[src/include/pe_macros.svh]
`ifndef PE_MACROS_SVH
`define PE_MACROS_SVH

// configuration memory geometry
`define PE_CFG_DEPTH 32
`define PE_CFG_PTR_W 5 // log2 of depth

`endif

[src/logic/pe_config_pkg.sv]
package pe_config_pkg;

    typedef enum logic [3:0] {
        OP_NOP    = 4'd0,
        OP_ADD    = 4'd1,
        OP_SUB    = 4'd2,
        OP_AND    = 4'd3,
        OP_OR     = 4'd4,
        OP_XOR    = 4'd5,
        OP_SHL    = 4'd6,  // shift by b[4:0]
        OP_SHR    = 4'd7,  // logical
        OP_MUL    = 4'd8,  // low word of product
        OP_ADD2   = 4'd9,  // two 16-bit lanes
        OP_SUB2   = 4'd10,
        OP_PASS_A = 4'd11
    } pe_opcode_t;

    // register write sources
    typedef enum logic [2:0] {
        IN_N   = 3'd0,
        IN_S   = 3'd1,
        IN_W   = 3'd2,
        IN_E   = 3'd3,
        IN_LSU = 3'd4,
        IN_RES = 3'd5  // fed back result
    } pe_in_src_t;

    // operand and output sources
    typedef enum logic [3:0] {
        OUT_N   = 4'd0,
        OUT_S   = 4'd1,
        OUT_W   = 4'd2,
        OUT_E   = 4'd3,
        OUT_R0  = 4'd4,
        OUT_R1  = 4'd5,
        OUT_R2  = 4'd6,
        OUT_R3  = 4'd7,
        OUT_RES = 4'd8
    } pe_out_src_t;

    // out_sel field positions, index 0 is the top field
    localparam int DST_A   = 0;
    localparam int DST_B   = 1;
    localparam int DST_N   = 2;
    localparam int DST_S   = 3;
    localparam int DST_W   = 4;
    localparam int DST_E   = 5;
    localparam int DST_LSU = 6;

    typedef struct packed {
        pe_opcode_t        opcode;   // 47:44
        pe_out_src_t [0:6] out_sel;  // 43:16
        pe_in_src_t  [0:3] in_sel;   // 15:4, R0 highest
        logic        [3:0] reg_we;   // bit k writes Rk
    } pe_inst_t;

endpackage

[src/logic/pe_if.sv]
// fields of the instruction at the run pointer
interface pe_cfg_if;
    import pe_config_pkg::*;

    pe_opcode_t        opcode;
    pe_out_src_t [0:6] out_sel;  // A B N S W E LSU
    pe_in_src_t  [0:3] in_sel;   // R0 to R3
    logic        [3:0] reg_we;

    modport source (
        output opcode,
        output out_sel,
        output in_sel,
        output reg_we
    );

    modport sink (
        input opcode,
        input out_sel,
        input in_sel,
        input reg_we
    );
endinterface


[src/logic/pe_config_buffer.sv]
`include "pe_macros.svh"

module pe_config_buffer (
    input  logic                    clk,
    input  logic                    rst,
    input  logic                    init,
    input  logic                    run,
    input  pe_config_pkg::pe_inst_t cfg_word,
    pe_cfg_if.source                cfg
);
    import pe_config_pkg::*;

    localparam int DEPTH = `PE_CFG_DEPTH;
    localparam int PTR_W = `PE_CFG_PTR_W;

    pe_inst_t         slots [DEPTH];
    logic [PTR_W-1:0] load_ptr;
    logic [PTR_W-1:0] run_ptr;
    pe_inst_t         cur;

    // step with wrap at DEPTH
    function automatic logic [PTR_W-1:0] ptr_inc(input logic [PTR_W-1:0] p);
        if (int'(p) == DEPTH - 1) begin
            return '0;
        end
        return p + 1'b1;
    endfunction

    always_ff @(posedge clk) begin
        if (rst) begin
            load_ptr <= '0;
            for (int i = 0; i < DEPTH; i++) begin
                slots[i] <= '0; // NOP, all selects N, no writes
            end
        end else if (init) begin
            slots[load_ptr] <= cfg_word;
            load_ptr        <= ptr_inc(load_ptr);
        end
    end

    always_ff @(posedge clk) begin
        if (rst) begin
            run_ptr <= '0;
        end else if (run) begin
            run_ptr <= ptr_inc(run_ptr);
        end
    end

    assign cur = slots[run_ptr]; // combinational read

    assign cfg.opcode  = cur.opcode;
    assign cfg.out_sel = cur.out_sel;
    assign cfg.in_sel  = cur.in_sel;
    assign cfg.reg_we  = cur.reg_we;

    // loading and stepping are separate phases
    assert property (@(posedge clk) disable iff (rst) !(init && run))
        else $error("config buffer: init and run high together");

endmodule

[src/flat_wrapper.sv]
// flat-port wrapper written by rule: the top's interface ports become plain ports
module pe_config_buffer_flat import pe_config_pkg::*;
  (clk, rst, init, run, cfg_word, cfg_opcode, cfg_out_sel, cfg_in_sel, cfg_reg_we);
  pe_cfg_if cfg_i ();
  input  logic clk;
  input  logic rst;
  input  logic init;
  input  logic run;
  input  pe_config_pkg::pe_inst_t cfg_word;
  output wire logic [$bits(cfg_i.opcode)-1:0] cfg_opcode;
  output wire logic [$bits(cfg_i.out_sel)-1:0] cfg_out_sel;
  output wire logic [$bits(cfg_i.in_sel)-1:0] cfg_in_sel;
  output wire logic [$bits(cfg_i.reg_we)-1:0] cfg_reg_we;
  assign cfg_opcode = cfg_i.opcode;
  assign cfg_out_sel = cfg_i.out_sel;
  assign cfg_in_sel = cfg_i.in_sel;
  assign cfg_reg_we = cfg_i.reg_we;
  pe_config_buffer u_core (.clk(clk), .rst(rst), .init(init), .run(run), .cfg_word(cfg_word), .cfg(cfg_i));
endmodule
[config.mk]
export PLATFORM = sky130hd
export DESIGN_NAME = pe_config_buffer_flat
export DESIGN_NICKNAME = d
export VERILOG_FILES = /design/src/logic/pe_config_pkg.sv /design/src/logic/pe_if.sv /design/src/logic/pe_config_buffer.sv /design/src/flat_wrapper.sv
export VERILOG_INCLUDE_DIRS = /design/src /design/src/include
export SDC_FILE = /design/constraint.sdc
export NUM_CORES = 2
export LEC_CHECK = 0
export CELL_PAD_IN_SITES_DETAIL_PLACEMENT = 1
export CELL_PAD_IN_SITES_GLOBAL_PLACEMENT = 2
export CORE_MARGIN = 4
export CORE_UTILIZATION = 50
export DETAILED_ROUTE_END_ITERATION = 16
export DONT_BUFFER_PORTS = 1
export PLACE_DENSITY = 0.89
export SETUP_SLACK_MARGIN = 0.3
export SLEW_MARGIN = 15
export SYNTH_ARGS = -nofsm -noshare
export SYNTH_HDL_FRONTEND = slang
export SYNTH_SLANG_ARGS = --single-unit
export TNS_END_PERCENT = 1
[constraint.sdc]
create_clock -name clk -period 5.58 [get_ports clk]
set_input_delay 0.837 -clock clk [delete_from_list [all_inputs] [get_ports clk]]
set_output_delay 0.837 -clock clk [all_outputs]
set_load 0.01 [all_outputs]
### Yosys cells after proc, flatten, opt, wreduce, memory -nomap -nowiden

Memories as Yosys holds them, arrays and structs flattened. A register that Yosys moved wholly into a read port is not among the register bits.
Cells that the tools add are included.

| storage, ports and cells | value |
|---|---|
| register bits after elaboration | 10 |
| output and inout port bits | 48 |
| bits in writable memories | 1,536 |
| memories kept | 1 |
| word-level logic and storage cells | 28 |
| bits of input ports | 52 |

Memories:

| memory | depth | width | rd ports | clocked after memory_dff | wr ports | line | source |
|---|---|---|---|---|---|---|---|
| u_core.slots | 32 | 48 | 1 | 1 | 32 | pe_config_buffer.sv:16 | `pe_inst_t slots [DEPTH];` |

| operators by class | value |
|---|---|
| mux-type cells | 20 |
| reduce and logical (&&, ||, !) cells | 1 |
| add/subtract/negate cells | 2 |
| eq/ne operators | 2 |

Operators by type and width:

| operator | number |
|---|---|
| $mux 48 | 1 |
| $reduce_or 48->1 | 1 |
| $mux 5 | 7 |
| $mux 1 | 12 |
| $add 5x1->5 const B | 2 |
| $eq 5x1->1 const B | 2 |

### Logic depth before layout (Yosys ltp)

| depth | value |
|---|---|
| depth in word-level cells | 7 |
| depth in mapped cells | 8 |
| gate-level depth less buffers | 6 |

### Worst setup path before layout

OpenSTA, ideal clock, no wires.

| timing | value |
|---|---|
| path type | in2reg |
| start point | input port init |
| end point | memory u_core.slots[10][0] in the netlist's numbering, enable pin |
| arrival time | 2.351 ns |
| buffers on the path | 2 |
| library setup time | 0.384 ns |
| slack | 2.845 ns |
| required time | 5.196 ns |
| cell stages on the path | 6 |
| cells stage by stage | buf_4 -> and2b_4 -> nand2_8 -> nor2_4 -> buf_4 -> or2_2 |

RTL lines:

| what | line | source |
|---|---|---|
| from (decl) | flat_wrapper.sv:7 | `input logic init;` |
| to (decl) | pe_config_buffer.sv:16 |  |

==> impl_metrics.py <==
metrics = {
    "floorplan": {
        "dieArea_sq_um": 150000,
        "num_rows": 139,
        "ioPinCount": 100,
        "die-width_um": 388,
        "die_h_um": 388,
        "initial_core_util_pct": 50.3,
        "core_sq_um": 143000,
    },
    "global_route": {
        "grt_pass1_wl_um": 312000,
        "grt_pass1_vias": 45500,
        "grt_overflow": 0,
        "grt_max_degree": 81,
        "grtUsageMet1_pct": 36.1,
        "antenna_found_initial": 12,
        "grt_busiest_layer": "met2",
        "gr-usage-met2_pct": 47.7,
        "met3_usage_pct": 6.03,
        "track_usage_pct": 28.4,
    },
    "layout": {
        "seq_area_sq_um": 46400,
        "nets": 5092,
        "fillers": 13700,
        "multi_input_area_sq_um": 22900,
        "drive_above_1_share_pct": 7.89,
        "final_cells": 7066,
        "area_growth_syn_to_layout_pct": 7.88,
        "fin_area_sq_um": 77800,
    },
    "clock_network": {
        "cts_resized": 0,
        "ctsHoldBuffers": 0,
        "cts_buffers": 162,
        "cts_root_buf": "clkbuf_16",
        "clock-sinks": 1551,
        "postCtsSetupBuffers": 0,
        "clkSlewWorstSetupHoldPaths_ps": 60,
        "clk_path_buf_depth": 3,
        "clk-insertion-delay-late_ps": 800,
        "htree_levels": 4,
        "cts_tree": "done",
    },
    "sta": {
        "grt_setup_unrepaired": "no",
        "fmax_ghz": 0.219,
        "setup_tns_ps": 0,
        "layout_min_cycle_time_ps": 4570,
        "setup_violations": 0,
        "finalCritPeriodShare_pct": 81.9,
        "relSlewSlack_pct": 12.3,
        "worst_pin_slew_ps": 1310,
        "hold_viol": 0,
        "maxSlewViolCount": 0,
        "clock_skew_ps": 24.5,
    },
    "setup_path": {
        "cp.arrival_ps": 3730,
        "reg2reg_depth": 4,
        "cp.depth": 6,
        "cp_data_required_time_ps": 4740,
        "slowest_stage": "nor2b_4",
        "slowest_delay_ps": 750,
        "worstSetupPathType": "flip-flop to primary output",
        "cp_max_fo": 55,
        "worst_setup_path_end_kind": "primary output",
        "start_kind": "flip-flop",
        "path_cells": "nor2b_4 -> buf_12 -> buf_4 -> a22oi_1 -> a31oi_1 -> nand3_1",
        "cp_num_buf_inv": 2,
        "cpLargestDelayFamily": "simple AND/OR/NAND/NOR gates",
        "r2r_setup_slack_ps": 2660,
    },
    "routing": {
        "ant_nets": 0,
        "drt-total-wl_um": 216000,
        "wl_per_cell_um": 30.6,
        "drc": 0,
        "drt_first_pass_iters": 5,
        "drt_iter0_drc": 4041,
        "route.vias.total": 42700,
        "vias_per_cell": 6.05,
    },
    "placed_design": {
        "placed_cells": 6771,
        "routabilityCongestion": 0.771,
        "hpwl_um": 113000,
        "io_buffers": 0,
        "placed_area_sq_um": 72800,
    },
    "synthesis": {
        "synth_seq_cells": 1551,
        "ys_types": 34,
        "async_flop_share_pct": 0,
        "synth_flop_cell": "edfxtp_1",
        "avgSynthCellArea_sq_um": 13.7,
        "yosysTopAreaCell": "edfxtp_1",
        "netlist_area_sq_um": 72100,
        "synth_nets": 5314,
        "synth.top_cell.area_share_pct": 64.0,
        "synthCells": 5255,
        "synth_edf_count": 1536,
        "synthTopCellsByArea": "edfxtp_1 (64%), and2_1 (13%), mux2i_1 (11%), a22oi_1 (1.5%), a22o_1 (1.2%)",
        "synth_commonest_cells": "and2_1 (1537), edfxtp_1 (1536), mux2i_1 (774)",
        "yosysSeqAreaShare_pct": 64.4,
        "synth_warnings": 0,
        "post-synth-top-count-cell": "and2_1",
    },
    "power": {
        "p_per_area_nw_per_um2": 327,
        "leakage_nw": 27.4,
        "ir_drop_v": 0.000372,
    },
    "status": {
        "run_status": "completed",
    },
    "worst_hold_path": {
        "hold_depth": 1,
        "min_path_type": "input pin to flip-flop",
    },
    "flow_run": {
        "drv_cap": 0,
    },
}
sequential cells by signal, summed over array words and instances (netlist names), named ones only:
| name | count |
|---|---|
| u_core.slots | 1536 |
| u_core.load_ptr | 5 |
| u_core.run_ptr | 5 |
layer usage:
layer / share of wire, % / wire length (um)
met1: 39 / 85100
met2: 49 / 106000
met3: 7.5 / 16200
met4: 4.0 / 8640
met5: 0.0088 / 19
cells in the final DEF, fill, tap and decap left out, drive strengths merged, types with 46 or more instances in the layout:
master  instances
and2         1537
edfxtp       1536
mux2i         774
clkbuf        212
nand2         150
a22oi         146
a21oi         146
nand3         145
buf           117
a22o           96
clkinv         66
nor3           48
a31oi          48
nor2           46
kinds of logic after synthesis:
family                     share of synthesized area [%]
AOI/OAI and AO/OA                                   4.14
adders and majority gates                          0.121
buffers and inverters                               4.01
DFF                                                 64.4
muxes                                               10.7
and+or+nand+nor                                     16.6
path summary, 6_finish.rpt:
kind | from | endpoint
min | rst | u_core.load_ptr[4]
max | flip-flop | cfg_in_sel[10]
min reg2reg | u_core.run_ptr[1] | flip-flop
max reg2reg | u_core.load_ptr[2] | u_core.slots[23][24]
final cells by class:
cell class / instances / share of cell area [%]
multi-input cells: 3199 / 29.4
repair buffers: 117 / 1.47
diodes: 5 / 0.0161
flip-flops and latches: 1551 / 59.7
well taps: 1903 / 3.06
inverters: 2 / 0.00965
clock inverters: 77 / 0.720
clock buffers: 212 / 5.63
per-stage QoR:
stage / worst slack, ps / power (mW) / hold slack, ps / util, %
after floorplan: 2840 / 14.8 / 494 / -
after global placement: 1930 / 15.3 / 525 / 50.8
after detailed placement: 1890 / 15.4 / 525 / 50.8
after CTS: 989 / 25.5 / 75.6 / 54.2
after global routing: 893 / 26.2 / 110 / 54.2
final: 1010 / 25.5 / 172 / 54.2
worst reg2reg max path, cell delays in order (launching register included):
cell and delay (ps):
dfxtp_1 610, nand3b_1 420, nor2_4 210, or2_2 530, buf_4 730
power by group:
part           internal, mW  total [mW]  switching, mW
sequential             13.2        13.3          0.150
combinational         0.583        1.77           1.19
clock                  5.75        10.3           4.57
(Power assumes the default switching activity.)
