===== config.mk =====
export PLATFORM = sky130hd
export DESIGN_NAME = pe_reg_stage_flat
export DESIGN_NICKNAME = d
export VERILOG_FILES = /design/src/include/pe_macros.svh /design/src/logic/pe_config_pkg.sv /design/src/logic/pe_data_pkg.sv /design/src/logic/pe_if.sv /design/src/logic/pe_reg_stage.sv /design/src/flat_wrapper.sv
export SDC_FILE = /design/constraint.sdc
export NUM_CORES = 1
export LEC_CHECK = 0
export BUFFER_PORTS_ARGS = -buffer_cell sky130_fd_sc_hd__buf_2
export CAP_MARGIN = 5
export CORE_AREA = 2 2 144 146
export DETAILED_ROUTE_END_ITERATION = 8
export DIE_AREA = 0 0 146 148
export PLACE_DENSITY = 0.93
export SYNTH_ARGS = -nofsm -noshare
export SYNTH_HDL_FRONTEND = slang
export SYNTH_SLANG_ARGS = --single-unit

===== constraint.sdc =====
create_clock -name clk -period 3.6 [get_ports clk]
set_clock_uncertainty 0.2 [all_clocks]
set_input_delay 0.36 -clock clk [delete_from_list [all_inputs] [get_ports clk]]
set_output_delay 0.36 -clock clk [all_outputs]
set_load 0.005 [all_outputs]

===== src/include/pe_macros.svh =====
`ifndef PE_MACROS_SVH
`define PE_MACROS_SVH

// configuration memory geometry
`define PE_CFG_DEPTH 32
`define PE_CFG_PTR_W 5 // log2 of depth

`endif


===== src/logic/pe_config_pkg.sv =====
package pe_config_pkg;

    typedef enum logic [3:0] {
        OP_NOP    = 4'd0,
        OP_ADD    = 4'd1,
        OP_SUB    = 4'd2,
        OP_AND    = 4'd3,
        OP_OR     = 4'd4,
        OP_XOR    = 4'd5,
        OP_SHL    = 4'd6,  // shift by b[4:0]
        OP_SHR    = 4'd7,  // logical
        OP_MUL    = 4'd8,  // low word of product
        OP_ADD2   = 4'd9,  // two 16-bit lanes
        OP_SUB2   = 4'd10,
        OP_PASS_A = 4'd11
    } pe_opcode_t;

    // register write sources
    typedef enum logic [2:0] {
        IN_N   = 3'd0,
        IN_S   = 3'd1,
        IN_W   = 3'd2,
        IN_E   = 3'd3,
        IN_LSU = 3'd4,
        IN_RES = 3'd5  // fed back result
    } pe_in_src_t;

    // operand and output sources
    typedef enum logic [3:0] {
        OUT_N   = 4'd0,
        OUT_S   = 4'd1,
        OUT_W   = 4'd2,
        OUT_E   = 4'd3,
        OUT_R0  = 4'd4,
        OUT_R1  = 4'd5,
        OUT_R2  = 4'd6,
        OUT_R3  = 4'd7,
        OUT_RES = 4'd8
    } pe_out_src_t;

    // out_sel field positions, index 0 is the top field
    localparam int DST_A   = 0;
    localparam int DST_B   = 1;
    localparam int DST_N   = 2;
    localparam int DST_S   = 3;
    localparam int DST_W   = 4;
    localparam int DST_E   = 5;
    localparam int DST_LSU = 6;

    typedef struct packed {
        pe_opcode_t        opcode;   // 47:44
        pe_out_src_t [0:6] out_sel;  // 43:16
        pe_in_src_t  [0:3] in_sel;   // 15:4, R0 highest
        logic        [3:0] reg_we;   // bit k writes Rk
    } pe_inst_t;

endpackage


===== src/logic/pe_data_pkg.sv =====
package pe_data_pkg;

    // two 16-bit lanes, no carry between them
    typedef struct packed {
        logic [15:0] hi;
        logic [15:0] lo;
    } pe_lanes_t;

    // one data word, scalar or lane view
    typedef union packed {
        logic [31:0] scalar;
        pe_lanes_t   lane;
    } pe_word_t;

endpackage


===== src/logic/pe_if.sv =====
// fields of the instruction at the run pointer
interface pe_cfg_if;
    import pe_config_pkg::*;

    pe_opcode_t        opcode;
    pe_out_src_t [0:6] out_sel;  // A B N S W E LSU
    pe_in_src_t  [0:3] in_sel;   // R0 to R3
    logic        [3:0] reg_we;

    modport source (
        output opcode,
        output out_sel,
        output in_sel,
        output reg_we
    );

    modport sink (
        input opcode,
        input out_sel,
        input in_sel,
        input reg_we
    );
endinterface

// local register file contents
interface pe_reg_if;
    import pe_data_pkg::*;

    pe_word_t r0;
    pe_word_t r1;
    pe_word_t r2;
    pe_word_t r3;

    modport source (output r0, output r1, output r2, output r3);
    modport sink (input r0, input r1, input r2, input r3);
endinterface


===== src/logic/pe_reg_stage.sv =====
module pe_reg_stage (
    input  logic                  clk,
    input  logic                  rst,
    input  pe_data_pkg::pe_word_t din_n,
    input  pe_data_pkg::pe_word_t din_s,
    input  pe_data_pkg::pe_word_t din_w,
    input  pe_data_pkg::pe_word_t din_e,
    input  pe_data_pkg::pe_word_t din_lsu,
    input  pe_data_pkg::pe_word_t res,
    pe_cfg_if.sink                cfg,
    pe_reg_if.source              regs
);
    import pe_config_pkg::*;
    import pe_data_pkg::*;

    localparam int NREG = 4;

    pe_word_t rf      [NREG];
    pe_word_t rf_next [NREG];

    // 6-way input crossbar, one per register
    always_comb begin
        for (int k = 0; k < NREG; k++) begin
            case (cfg.in_sel[k])
                IN_N:    rf_next[k] = din_n;
                IN_S:    rf_next[k] = din_s;
                IN_W:    rf_next[k] = din_w;
                IN_E:    rf_next[k] = din_e;
                IN_LSU:  rf_next[k] = din_lsu;
                IN_RES:  rf_next[k] = res;
                default: rf_next[k] = '0;
            endcase
        end
    end

    always_ff @(posedge clk) begin
        if (rst) begin
            for (int k = 0; k < NREG; k++) begin
                rf[k] <= '0;
            end
        end else begin
            for (int k = 0; k < NREG; k++) begin
                if (cfg.reg_we[k]) begin
                    rf[k] <= rf_next[k]; // others hold
                end
            end
        end
    end

    assign regs.r0 = rf[0];
    assign regs.r1 = rf[1];
    assign regs.r2 = rf[2];
    assign regs.r3 = rf[3];

    // a register being written must name a real source
    for (genvar k = 0; k < NREG; k++) begin : g_sel_chk
        assert property (@(posedge clk) disable iff (rst)
            cfg.reg_we[k] |-> (cfg.in_sel[k] <= IN_RES))
            else $error("reg stage: R%0d written from undefined source", k);
    end

endmodule


===== src/flat_wrapper.sv =====
// flat-port wrapper written by rule: the top's interface ports become plain ports
module pe_reg_stage_flat import pe_config_pkg::*; import pe_data_pkg::*;
  (clk, rst, din_n, din_s, din_w, din_e, din_lsu, res, cfg_opcode, cfg_out_sel, cfg_in_sel, cfg_reg_we, regs_r0, regs_r1, regs_r2, regs_r3);
  pe_cfg_if cfg_i ();
  pe_reg_if regs_i ();
  input  logic clk;
  input  logic rst;
  input  pe_data_pkg::pe_word_t din_n;
  input  pe_data_pkg::pe_word_t din_s;
  input  pe_data_pkg::pe_word_t din_w;
  input  pe_data_pkg::pe_word_t din_e;
  input  pe_data_pkg::pe_word_t din_lsu;
  input  pe_data_pkg::pe_word_t res;
  input wire logic [$bits(cfg_i.opcode)-1:0] cfg_opcode;
  input wire logic [$bits(cfg_i.out_sel)-1:0] cfg_out_sel;
  input wire logic [$bits(cfg_i.in_sel)-1:0] cfg_in_sel;
  input wire logic [$bits(cfg_i.reg_we)-1:0] cfg_reg_we;
  output wire logic [$bits(regs_i.r0)-1:0] regs_r0;
  output wire logic [$bits(regs_i.r1)-1:0] regs_r1;
  output wire logic [$bits(regs_i.r2)-1:0] regs_r2;
  output wire logic [$bits(regs_i.r3)-1:0] regs_r3;
  assign cfg_i.opcode = cfg_opcode;
  assign cfg_i.out_sel = cfg_out_sel;
  assign cfg_i.in_sel = cfg_in_sel;
  assign cfg_i.reg_we = cfg_reg_we;
  assign regs_r0 = regs_i.r0;
  assign regs_r1 = regs_i.r1;
  assign regs_r2 = regs_i.r2;
  assign regs_r3 = regs_i.r3;
  pe_reg_stage u_core (.clk(clk), .rst(rst), .din_n(din_n), .din_s(din_s), .din_w(din_w), .din_e(din_e), .din_lsu(din_lsu), .res(res), .cfg(cfg_i), .regs(regs_i));
endmodule

After elaboration in Yosys (flattened, before gate mapping)
Memory sizes are Yosys's and may differ from the RTL's. Cells that the tools add are included.

Add/sub/neg operators: 0. Multipliers: 0. Div/mod/pow operators: 0. $lt $le $gt $ge: 0. Equal/unequal tests: 20. Shifts and indexed selects: 0. Mux-type cells: 22. Bitwise gates (word level): 4. Reductions and logical operators: 4.

Operators by type and width (number): one-hot mux 32 bit (6 select lines) (4); 2-to-1 mux 32 bit (4); == test 3 x 2 -> 1 bit (second input constant) (8); == test 3 bit (second input constant) (8); 2-to-1 mux 1 bit (14); == test 3 x 1 -> 1 bit (second input constant) (4); zero test 3 bit (4); OR 1 bit (4).

Register bits after elaboration: 0. Latch bits: 0. Memory bits (writable): 128. Memory bits (read-only): 0. Input port bits: 242. Logic and storage cells: 51. Memories kept: 1.

Memories: u_core.rf (depth 4, bits a word 32, read ports 4, clocked after Yosys merged registers in 0, write ports 4, RTL line pe_reg_stage.sv:18) `pe_word_t rf [NREG];`.

Logic depth before layout (Yosys ltp)
Depth in word-level cells: 4. Mapped depth: 7. Mapped depth without buffers: 4.

Worst setup path before layout
Ideal clock, no wire load.

Path type: input port to flip-flop. Start point: in cfg_in_sel[9]. End point: mem u_core.rf[0][11] in the netlist's numbering (data pin). Library setup time: 0.268 ns. Arrival time: 1.323 ns. Required time: 3.132 ns. Path slack: 1.808 ns. Cell stages on the path: 5. Path through: buf_2 -> buf_4 -> mux4_2 -> inv_1 -> o22ai_1.

RTL lines: start: declaration (RTL line flat_wrapper.sv:16) `input wire logic [$bits(cfg_i.in_sel)-1:0] cfg_in_sel;`; end: declaration (RTL line pe_reg_stage.sv:18).

==> metrics.cfg <==
[clock_tree]
cts-buffers-inserted = 17
clockBufferDepth = 2
tritoncts_num_sinks = 128
htree_num_levels = 4
cts_tree = built
cts_hold_repair.buffers = 0
cts.root.buffer_cell = sky130_fd_sc_hd__clkbuf_16
cts_resized = 0
post_cts_buffers = 0
clk_transition_reported_paths_ps = 60

[critical_path]
cp-startpoint = cfg_in_sel[4]
timing.critical_path.from_type = primary input
cp_slowest_cell = sky130_fd_sc_hd__nor2b_2
worstSetupEndpointType = flop
critical-path-top-delay-family = simple AND/OR/NAND/NOR gates
cp_num_buf_inv = 1
crit_path_max_incr_delay_ps = 1040
critPathRequiredTime_ps = 3650
critical_path.cell_chain = buf_2 > nor2b_2 > nand2_1 > o21ai_0
worst_ep_arrival_time_ps = 2530
critical_path_class = primary input to flop
critical_path_peak_fanout = 19

[global_route]
grt_antenna_before_repair = 8
globalRouteTotalUtil_pct = 38.6
grt_max_degree = 69
grt_first_pass_wirelength_um = 62600
grt_pass1_vias = 10800
globalRoute.totalOverflow = 0

[logic_synthesis]
postSynthAreaPerCell_um2 = 10.8
synth_fp_nets = 1207
mappedNetlistArea_um2 = 10400
synth-seq-cells = 128
synthDistinctLibCells = 40
synth-warning-count = 0
synth_sequential_area_ratio_pct = 36.8
post_synth_inst_count = 965

[finish]
fillers = 1612
largest_register_ffs = 128
mostFrequentLayoutCells = sky130_fd_sc_hd__buf_2 (333), sky130_fd_sc_hd__mux2i_1 (148), sky130_fd_sc_hd__edfxtp_1 (128)
multi_input_area_um2 = 5840
fin_nets = 1497
fraction_of_layout_instances_using_a_drive_strength_above_1_pct = 39.9
most_common_cell_after_layout_fill_and_taps_aside = sky130_fd_sc_hd__buf_2
largest_registers = u_core.rf (128)
area.sequential_um2 = 3840
largest-register = u_core.rf
finish.utilization_pct = 64.1
areaGrowthSynthToFinish_pct = 23.1

[placement]
dp_hpwl_um = 28800
finalWeightedCongestion = 0.891
place.port_buffers = 337

[power_and_ir_drop]
p_per_area_nw_per_um2 = 394
static-leakage-power_nw = 5.73
vdd_ir_drop_max_v = 0.000285

[sta]
final.period_utilization_pct = 68.9
worst_pin_slew_ps = 1370
timing.slew.headroom_pct = 8.50
report.final.hold_viol_count = 0
setup-tns-final_ps = 0
setup-violations-final = 0
finalCriticalPeriod_ps = 2480
grt_setup_unrepaired = false
drv_slew = 0
max_freq_ghz = 0.403

[route]
drt.antenna.violating_nets = 0
wirelength_um = 43100
dr_total_vias = 10900
detail_route.vias_per_cell = 7.04
dr_wl_cell_um = 27.9
drc_violation_total_after_the_first_tritonroute_iteration = 1564
detail_route.first_pass.iterations = 8
detail_route.drc_violations = 0

[floorplan]
io_pins = 370
die_w_um = 146
initial_core_util_pct = 52.1
rows = 52
core_area_um2 = 20000
die_area_um2 = 21600
die_h_um = 148

[job]
drv_cap = 0

[hold_path]
min_path_type = primary input to flop
hold_path.startpoint = din_w[20]

[outcome]
run_status = completed

tightest hold or removal path: stages:
cell and delay, ps:
sky130_fd_sc_hd__buf_2 120, sky130_fd_sc_hd__mux2i_1 70, sky130_fd_sc_hd__o21ai_1 110
cell type report:
class / count / area share (%)
Antenna cell: 8 / 0.156
Clock inverter: 15 / 1.87
Tap cell: 270 / 2.63
Inverter: 54 / 1.58
Sequential cell: 128 / 29.9
Timing Repair Buffer: 368 / 15.0
Multi-Input combinational cell: 686 / 45.5
Clock buffer: 17 / 3.31
logic make-up after synthesis:
family | after synthesis | share of synthesized area, %
buffers and inverters | 151 | 7.35
DFF | 128 | 36.8
AOI/OAI and AO/OA | 302 | 18.1
and+or+nand+nor | 139 | 6.75
muxes | 245 | 30.9
routing by layer:
metal  up-vias  wire [um]  global-route usage, %
li1       4417          -                      -
met1      5056      14300                   47.5
met4         0       2600                   22.5
met3       250       6700                   12.1
met2      1156      19400                   60.1
met5         -          0                      0
path summary, 6_finish.rpt:
| path | endpoint | slack (ps) | cells past startpoint |
|---|---|---|---|
| setup / recovery | u_core.rf[2][2]$_SDFFCE_PN0P_ | 1120 | 4 |
| hold / removal | u_core.rf[2][20]$_SDFFCE_PN0P_ | 150 | 3 |
synthesized netlist by cell type (all sizes together):
master | count | area [um2]
o22ai | 67 | 419
nor2 | 21 | 81.3
nand2 | 33 | 124
o211ai | 20 | 150
clkinv | 2 | 7.51
a22oi | 44 | 330
and2 | 1 | 6.26
or2 | 4 | 25.0
mux4 | 57 | 1280
clkbuf | 22 | 83.8
o21a | 13 | 97.6
o21ai | 58 | 290
nor3b | 1 | 7.51
a21oi | 64 | 320
a31oi | 1 | 6.26
nand2b | 5 | 31.3
edfxtp | 128 | 3840
and2b | 1 | 7.51
inv | 52 | 195
a211oi | 24 | 180
buf | 75 | 480
a32o | 2 | 20.0
o31a | 3 | 26.3
nor4bb | 2 | 20.0
mux2 | 40 | 462
a221oi | 4 | 35.0
and3 | 25 | 156
a32oi | 1 | 8.76
nor3 | 4 | 20.0
mux2i | 148 | 1480
nand3 | 30 | 150
o311ai | 1 | 8.76
nor2b | 12 | 75.1
power by group:
group	switching [mW]	leakage (nW)	total, mW	internal [mW]
Sequential	0.0434	1.38	1.83	1.79
Clock	0.726	0.321	2.02	1.30
Combinational	0.697	4.03	1.21	0.513
Total	1.47	5.73	5.06	3.60
metrics by stage:
stage	cell area, um2	setup slack [ps]	std cells	power, mW	hold WS, ps
finish	12800	1120	1546	5.06	146
floorplan	10400	1810	965	2.50	413
detailed placement	12200	835	1506	3.02	551
global placement	12200	888	1506	2.98	550
CTS	12800	1280	1538	5.01	129
global route	12800	1050	1545	5.17	167
(Power assumes the default switching activity.)
