<file path="config.mk">
export PLATFORM = sky130hd
export DESIGN_NAME = pe_alu_flat
export DESIGN_NICKNAME = d
export VERILOG_FILES = /design/src/include/pe_macros.svh /design/src/logic/pe_config_pkg.sv /design/src/logic/pe_data_pkg.sv /design/src/logic/pe_if.sv /design/src/logic/pe_alu.sv /design/src/flat_wrapper.sv
export SDC_FILE = /design/constraint.sdc
export NUM_CORES = 2
export LEC_CHECK = 0
export ABC_AREA = 1
export BUFFER_PORTS_ARGS = -buffer_cell sky130_fd_sc_hd__buf_2
export CAP_MARGIN = 20
export CELL_PAD_IN_SITES_DETAIL_PLACEMENT = 0
export CELL_PAD_IN_SITES_GLOBAL_PLACEMENT = 1
export CORE_MARGIN = 1
export CORE_UTILIZATION = 35
export CTS_CLUSTER_SIZE = 24
export DETAILED_ROUTE_END_ITERATION = 10
export PLACE_DENSITY = 0.66
export SLEW_MARGIN = 30
export SYNTH_ARGS = -nofsm -noshare
export SYNTH_HDL_FRONTEND = slang
export SYNTH_SLANG_ARGS = --single-unit
</file>
<file path="constraint.sdc">
create_clock -name clk -period 9.52 [get_ports clk]
set_input_delay 0.476 -clock clk [delete_from_list [all_inputs] [get_ports clk]]
set_output_delay 0.476 -clock clk [all_outputs]
set_load 0.01 [all_outputs]
</file>
<file path="src/include/pe_macros.svh">
`ifndef PE_MACROS_SVH
`define PE_MACROS_SVH

// configuration memory geometry
`define PE_CFG_DEPTH 32
`define PE_CFG_PTR_W 5 // log2 of depth

`endif

</file>
<file path="src/logic/pe_config_pkg.sv">
package pe_config_pkg;

    typedef enum logic [3:0] {
        OP_NOP    = 4'd0,
        OP_ADD    = 4'd1,
        OP_SUB    = 4'd2,
        OP_AND    = 4'd3,
        OP_OR     = 4'd4,
        OP_XOR    = 4'd5,
        OP_SHL    = 4'd6,  // shift by b[4:0]
        OP_SHR    = 4'd7,  // logical
        OP_MUL    = 4'd8,  // low word of product
        OP_ADD2   = 4'd9,  // two 16-bit lanes
        OP_SUB2   = 4'd10,
        OP_PASS_A = 4'd11
    } pe_opcode_t;

    // register write sources
    typedef enum logic [2:0] {
        IN_N   = 3'd0,
        IN_S   = 3'd1,
        IN_W   = 3'd2,
        IN_E   = 3'd3,
        IN_LSU = 3'd4,
        IN_RES = 3'd5  // fed back result
    } pe_in_src_t;

    // operand and output sources
    typedef enum logic [3:0] {
        OUT_N   = 4'd0,
        OUT_S   = 4'd1,
        OUT_W   = 4'd2,
        OUT_E   = 4'd3,
        OUT_R0  = 4'd4,
        OUT_R1  = 4'd5,
        OUT_R2  = 4'd6,
        OUT_R3  = 4'd7,
        OUT_RES = 4'd8
    } pe_out_src_t;

    // out_sel field positions, index 0 is the top field
    localparam int DST_A   = 0;
    localparam int DST_B   = 1;
    localparam int DST_N   = 2;
    localparam int DST_S   = 3;
    localparam int DST_W   = 4;
    localparam int DST_E   = 5;
    localparam int DST_LSU = 6;

    typedef struct packed {
        pe_opcode_t        opcode;   // 47:44
        pe_out_src_t [0:6] out_sel;  // 43:16
        pe_in_src_t  [0:3] in_sel;   // 15:4, R0 highest
        logic        [3:0] reg_we;   // bit k writes Rk
    } pe_inst_t;

endpackage

</file>
<file path="src/logic/pe_data_pkg.sv">
package pe_data_pkg;

    // two 16-bit lanes, no carry between them
    typedef struct packed {
        logic [15:0] hi;
        logic [15:0] lo;
    } pe_lanes_t;

    // one data word, scalar or lane view
    typedef union packed {
        logic [31:0] scalar;
        pe_lanes_t   lane;
    } pe_word_t;

endpackage

</file>
<file path="src/logic/pe_if.sv">
// fields of the instruction at the run pointer
interface pe_cfg_if;
    import pe_config_pkg::*;

    pe_opcode_t        opcode;
    pe_out_src_t [0:6] out_sel;  // A B N S W E LSU
    pe_in_src_t  [0:3] in_sel;   // R0 to R3
    logic        [3:0] reg_we;

    modport source (
        output opcode,
        output out_sel,
        output in_sel,
        output reg_we
    );

    modport sink (
        input opcode,
        input out_sel,
        input in_sel,
        input reg_we
    );
endinterface


</file>
<file path="src/logic/pe_alu.sv">
module pe_alu (
    input  logic                  clk,
    input  logic                  rst,
    input  pe_data_pkg::pe_word_t op_a,
    input  pe_data_pkg::pe_word_t op_b,
    pe_cfg_if.sink                cfg,
    output pe_data_pkg::pe_word_t res
);
    import pe_config_pkg::*;
    import pe_data_pkg::*;

    pe_word_t   alu_out;
    logic [4:0] shamt;

    assign shamt = op_b.scalar[4:0];

    always_comb begin
        alu_out = '0;
        case (cfg.opcode)
            OP_ADD: begin
                alu_out.scalar = op_a.scalar + op_b.scalar;
            end
            OP_SUB: begin
                alu_out.scalar = op_a.scalar - op_b.scalar;
            end
            OP_AND: begin
                alu_out.scalar = op_a.scalar & op_b.scalar;
            end
            OP_OR: begin
                alu_out.scalar = op_a.scalar | op_b.scalar;
            end
            OP_XOR: begin
                alu_out.scalar = op_a.scalar ^ op_b.scalar;
            end
            OP_SHL: begin
                alu_out.scalar = op_a.scalar << shamt;
            end
            OP_SHR: begin
                alu_out.scalar = op_a.scalar >> shamt;
            end
            OP_MUL: begin
                alu_out.scalar = op_a.scalar * op_b.scalar; // truncated to 32
            end
            OP_ADD2: begin
                // each lane wraps on its own
                alu_out.lane.hi = op_a.lane.hi + op_b.lane.hi;
                alu_out.lane.lo = op_a.lane.lo + op_b.lane.lo;
            end
            OP_SUB2: begin
                alu_out.lane.hi = op_a.lane.hi - op_b.lane.hi;
                alu_out.lane.lo = op_a.lane.lo - op_b.lane.lo;
            end
            OP_PASS_A: begin
                alu_out.scalar = op_a.scalar;
            end
            default: begin
                alu_out = '0; // NOP and spare codes
            end
        endcase
    end

    // result register, loads every cycle
    always_ff @(posedge clk) begin
        if (rst) begin
            res <= '0;
        end else begin
            res <= alu_out;
        end
    end

endmodule

</file>
<file path="src/flat_wrapper.sv">
// flat-port wrapper written by rule: the top's interface ports become plain ports
module pe_alu_flat import pe_config_pkg::*; import pe_data_pkg::*;
  (clk, rst, op_a, op_b, res, cfg_opcode, cfg_out_sel, cfg_in_sel, cfg_reg_we);
  pe_cfg_if cfg_i ();
  input  logic clk;
  input  logic rst;
  input  pe_data_pkg::pe_word_t op_a;
  input  pe_data_pkg::pe_word_t op_b;
  output pe_data_pkg::pe_word_t res;
  input wire logic [$bits(cfg_i.opcode)-1:0] cfg_opcode;
  input wire logic [$bits(cfg_i.out_sel)-1:0] cfg_out_sel;
  input wire logic [$bits(cfg_i.in_sel)-1:0] cfg_in_sel;
  input wire logic [$bits(cfg_i.reg_we)-1:0] cfg_reg_we;
  assign cfg_i.opcode = cfg_opcode;
  assign cfg_i.out_sel = cfg_out_sel;
  assign cfg_i.in_sel = cfg_in_sel;
  assign cfg_i.reg_we = cfg_reg_we;
  pe_alu u_core (.clk(clk), .rst(rst), .op_a(op_a), .op_b(op_b), .cfg(cfg_i), .res(res));
endmodule
</file>
==> After elaboration in Yosys (flattened, before gate mapping) <==
Cells that the tools add are included.
{ "word_totals": {"ramBits": 0, "input_bits": 114, "n_memories": 0, "regBits": 32, "mem_bits_ro": 0, "wordCells": 25, "out_inout_bits": 32, "latchBits": 0} }
{ "classes": {"n_reduce_logical": 0, "div_mod_pow": 0, "order_cmp": 0, "addsub": 6, "multipliers": 1, "shifts": 2, "n_eq_ne": 11, "mux": 1, "bitwise": 3} }
{ "ops": {"columns": ["operator", "n"], "rows": [
  ["case mux 32 bit (11 select lines)", 1],
  ["adder 16 bit", 2],
  ["adder 32 bit", 1],
  ["AND 32 bit", 1],
  ["multiplier 32 x 32 -> 32 bit", 1],
  ["bitwise OR 32 bit", 1],
  ["<< shifter 32 x 5 -> 32 bit", 1],
  ["right shift 32 x 5 -> 32 bit", 1],
  ["subtractor 16 bit", 2],
  ["subtractor 32 bit", 1],
  ["XOR 32 bit", 1],
  ["equality test 4 x 3 -> 1 bit (second input constant)", 4],
  ["equality test 4 bit (second input constant)", 4],
  ["equality test 4 x 2 -> 1 bit (second input constant)", 2],
  ["equality test 4 x 1 -> 1 bit (second input constant)", 1]
]} }

==> Longest topological paths before layout <==
{ "logic_depth": {"depth_word": 2, "ltp_mapped": 35, "depth_no_buf": 32} }

==> Least setup slack after synthesis <==
Ideal clock, no wire load.
{ "synth_path": {"path_type": "input port to flip-flop", "startpoint": "in op_b[3] (netlist name)", "endpoint": "reg u_core.res[26] (netlist name)", "required_time_ps": 9407, "arrival_time_ps": 7038, "setup_ps": 113, "slack_ps": 2369, "path_stages": 32, "path_cell_list": "buf_6 clkbuf_1 clkbuf_1 buf_1 nand2_1 inv_1 fa_1 inv_1 fa_1 fa_1 fa_1 inv_1 fa_1 inv_1 fa_1 inv_1 fa_1 fa_1 ha_1 nand2_1 nor2_1 and3_1 nand4_1 nand3_1 a21o_1 nand2_1 nand2_1 nand2_1 nand2_1 nor2_1 o21ai_1 inv_1"} }
{ "synth_between": {"elab_chain_cells": 2, "elab_cells_between_ends": 6} }
{ "synth_rtl": {"columns": ["element", "line", "rtl"], "rows": [
  ["start: declaration", "flat_wrapper.sv:8", "input pe_data_pkg::pe_word_t op_b;"],
  ["multiplier 32 x 32 -> 32 bit, or another cell as far along", "pe_alu.sv:42", "alu_out.scalar = op_a.scalar * op_b.scalar;"],
  ["case mux 32 bit (11 select lines) (*)", "pe_alu.sv:19", "case (cfg.opcode)"],
  ["end signal: assignment", "pe_alu.sv:67", "res <= alu_out;"],
  ["end: declaration", "pe_alu.sv:7", "output pe_data_pkg::pe_word_t res"]
]} }
Every way passes the cells marked *; elsewhere a longest branch is shown, timed or not.
A chain may end at the register's enable or synchronous reset.

==> Worst setup path after layout <==
{ "layout_path": {"startpoint": "in op_b[9] (netlist name)", "endpoint": "reg u_core.res[24] (netlist name)"} }
{ "layout_between": {"elab_chain_cells": 2, "elab_cells_between_ends": 4} }
{ "layout_rtl": {"columns": ["element", "line"], "rows": [
  ["multiplier 32 x 32 -> 32 bit, or another cell as far along", "pe_alu.sv:42"],
  ["case mux 32 bit (11 select lines) (*)", "pe_alu.sv:19"]
]} }
Marked as above.

==> impl_results.md <==
* Hold crit path type: in2reg
* Setup TNS at 0 ns
* Worst-margin pin slew at 0.998 ns
* Mapped Nets at 4,917
* DRT iter0 DRCs at 2,249
* Crit Path Max Fanout at 21
* Number of synthesized flops with an enable pin at 0
* WL per Instance at 22.3 um
* Worst Hold End: u_core.res[4]
* Critical Path RT at 9.73 ns
* First-pass DRT Iterations at 6
* Clock slew at reported path FFs at 0.07 ns
* Worst EP arrival at 8.09 ns
* Crit start category: input port
* Max Fclk at 127 MHz
* Cell count after synthesis at 4,142
* Hold Fails Final Rpt at 0
* Final slew viol count at 0
* Maximum number of pins on one net before global-route repair at 77
* Flops & latches, synth at 32
* Clock root buffer: clkbuf_16
* Top flop regs: u_core.res x32
* Yosys cell types at 63
* Global Route Usage Sum at 29.3%
* Area growth from synthesis to layout at 5.40%
* Final setup fails at 0
* RSZ-0062 raised after global routing: false
* Total gr overflow at 0
* Synth async-reset ratio at 0%
* Clock sinks at 32
* Detailed Place HPWL at 92.8 mm
* Final wirelength at 115 mm
* Synth warn at 0
* Initial Util at 35.4%
* DRC errors left at 0
* Commonest non-fill, non-tap cell in the layout: nand2_1
* Vias/cell at 5.17
* Min-delay src: rst
* DIE WIDTH at 282 um
* Crit Path Category: in2reg
* Vias at 26.6k
* Initial antenna violation count at 3
* Nets at 4,879
* Max FFs per register at 32
* Row cnt at 102
* CTS buffer count at 5
* Hold path cells at 2
* Mapped Area at 27,400 sq um
* CTS Buffer Depth at 2
* Vias in the first global route at 26.5k
* Htree depth at 2
* Multi-input logic area at 22,200 sq um
* Largest Register: u_core.res
* Post-CTS sizing at 0
* CTS Hold Buffers Added at 0
* CP Capture Type: flip-flop
* Die Ht at 282 um
* Main synth FF type: dfxtp_1
* Seq/Total Area, Yosys at 2.34%
* Avg Inst Size Synth at 6.61 sq um
* Global-route wire length before repair at 170 mm
* DIE AREA at 79,400 sq um
* Num ports at 146
* Register area at 641 sq um
* Max-cap viol count at 0
* Most frequent cells in the layout: nand2_1, inv_1, fa_1, ha_1, o21ai_0
* Routed Antenna Nets at 0
* PortBufs at 101
* Fill cell count at 8,644
* Relative slew margins at 32.8%
* Gpl congestion at 0.990
* Tcrit/Tclk final at 82.8%
* Tmin final at 7.88 ns
* ANT cells at 0
* Total core area at 77,500 sq um
* Post-CTS setup buffers at 0
* Status: completed
* CTS tree: built
* Share of cells above drive strength 1 at 6.21%
==> critical path, cell delays in order <==
cell and delay [ns]:
buf_2 0.61, ha_1 0.38, inv_1 0.09, fa_1 0.39, inv_1 0.07, fa_1 0.43
fa_1 0.51, inv_1 0.05, fa_1 0.47, inv_1 0.05, fa_1 0.48, fa_1 0.58
fa_1 0.44, fa_1 0.46, ha_1 0.37, a21oi_1 0.21, o21ai_0 0.12, a21oi_1 0.24
nand3_1 0.19, a21o_1 0.22, o21ai_0 0.62, o2111ai_1 0.41, nand2_1 0.14, inv_1 0.05
==> final cells by class <==
cell class	instances	area share (%)
Multi-Input combinational cell	2934	76.8
Tap cell	1040	4.51
Inverter	973	12.7
Clock buffer	6	0.446
Clock inverter	2	0.121
Sequential cell	32	2.22
Timing Repair Buffer	158	3.25
==> through the flow <==
stage | setup WS, ns | std cells | hold slack [ns] | util, % | area [sq um]
final | 1.64 | 5145 | 0.616 | 37.3 | 28900
after global routing | 1.40 | 5145 | 0.611 | 37.3 | 28900
after CTS | 1.79 | 5145 | 0.602 | 37.3 | 28900
after detailed placement | 1.51 | 5137 | 0.870 | 37.1 | 28700
after global placement | 1.48 | 5137 | 0.874 | 37.1 | 28700
after floorplan | 2.37 | 4142 | 0.545 | - | 27400
==> layer usage <==
| metal | vias to the layer above | wire length, um | GRT usage, % |
|---|---|---|---|
| li1 | 12500 | - | - |
| met1 | 13100 | 51700 | 40.5 |
| met5 | - | 0 | 0 |
| met3 | 138 | 6410 | 2.67 |
| met4 | 0 | 4690 | 10.5 |
| met2 | 845 | 51700 | 47.5 |
==> synthesized netlist by cell type, types with 11 or more instances <==
cell	number	area, sq um
a21o_1	16	120
a21oi_1	174	871
a21oi_2	11	96.3
a221oi_1	16	140
a31oi_1	18	113
buf_1	44	165
buf_2	44	220
buf_6	13	146
clkbuf_1	97	364
dfxtp_1	32	641
fa_1	411	8230
ha_1	250	3130
inv_1	942	3540
inv_2	23	86.3
mux2i_1	18	180
nand2_1	1134	4260
nand3_1	139	696
nand3b_1	15	113
nand4_1	19	119
nor2_1	166	623
nor3_1	39	195
nor4_1	11	68.8
o2111ai_1	13	114
o211ai_1	19	143
o21a_1	17	128
o21ai_0	201	1010
o21ai_1	59	295
o21bai_1	15	113
or2_2	12	75.1
xor2_1	58	508
==> how the worst max path moves through the flow <==
| stage | startpoint | to | cells past startpoint |
|---|---|---|---|
| floorplan | op_b[3] | u_core.res[26] | 32 |
| global placement | op_b[9] | u_core.res[24] | 24 |
| detailed placement | op_b[9] | u_core.res[24] | 24 |
| CTS | op_b[9] | u_core.res[24] | 24 |
| global route | op_b[9] | u_core.res[24] | 24 |
| finish | op_b[9] | u_core.res[24] | 24 |
==> kinds of logic after synthesis <==
family,after synthesis,synth area share [%]
mux,18,0.658
xor+xnor,66,2.14
flops,32,2.34
buf+inv,1176,16.8
simple gates,1578,23.7
compound gates,611,13.0
fa+ha+maj,661,41.4
Power is not shown: default switching activity piles up to over one toggle a cycle in this logic, so the estimate is an artifact.
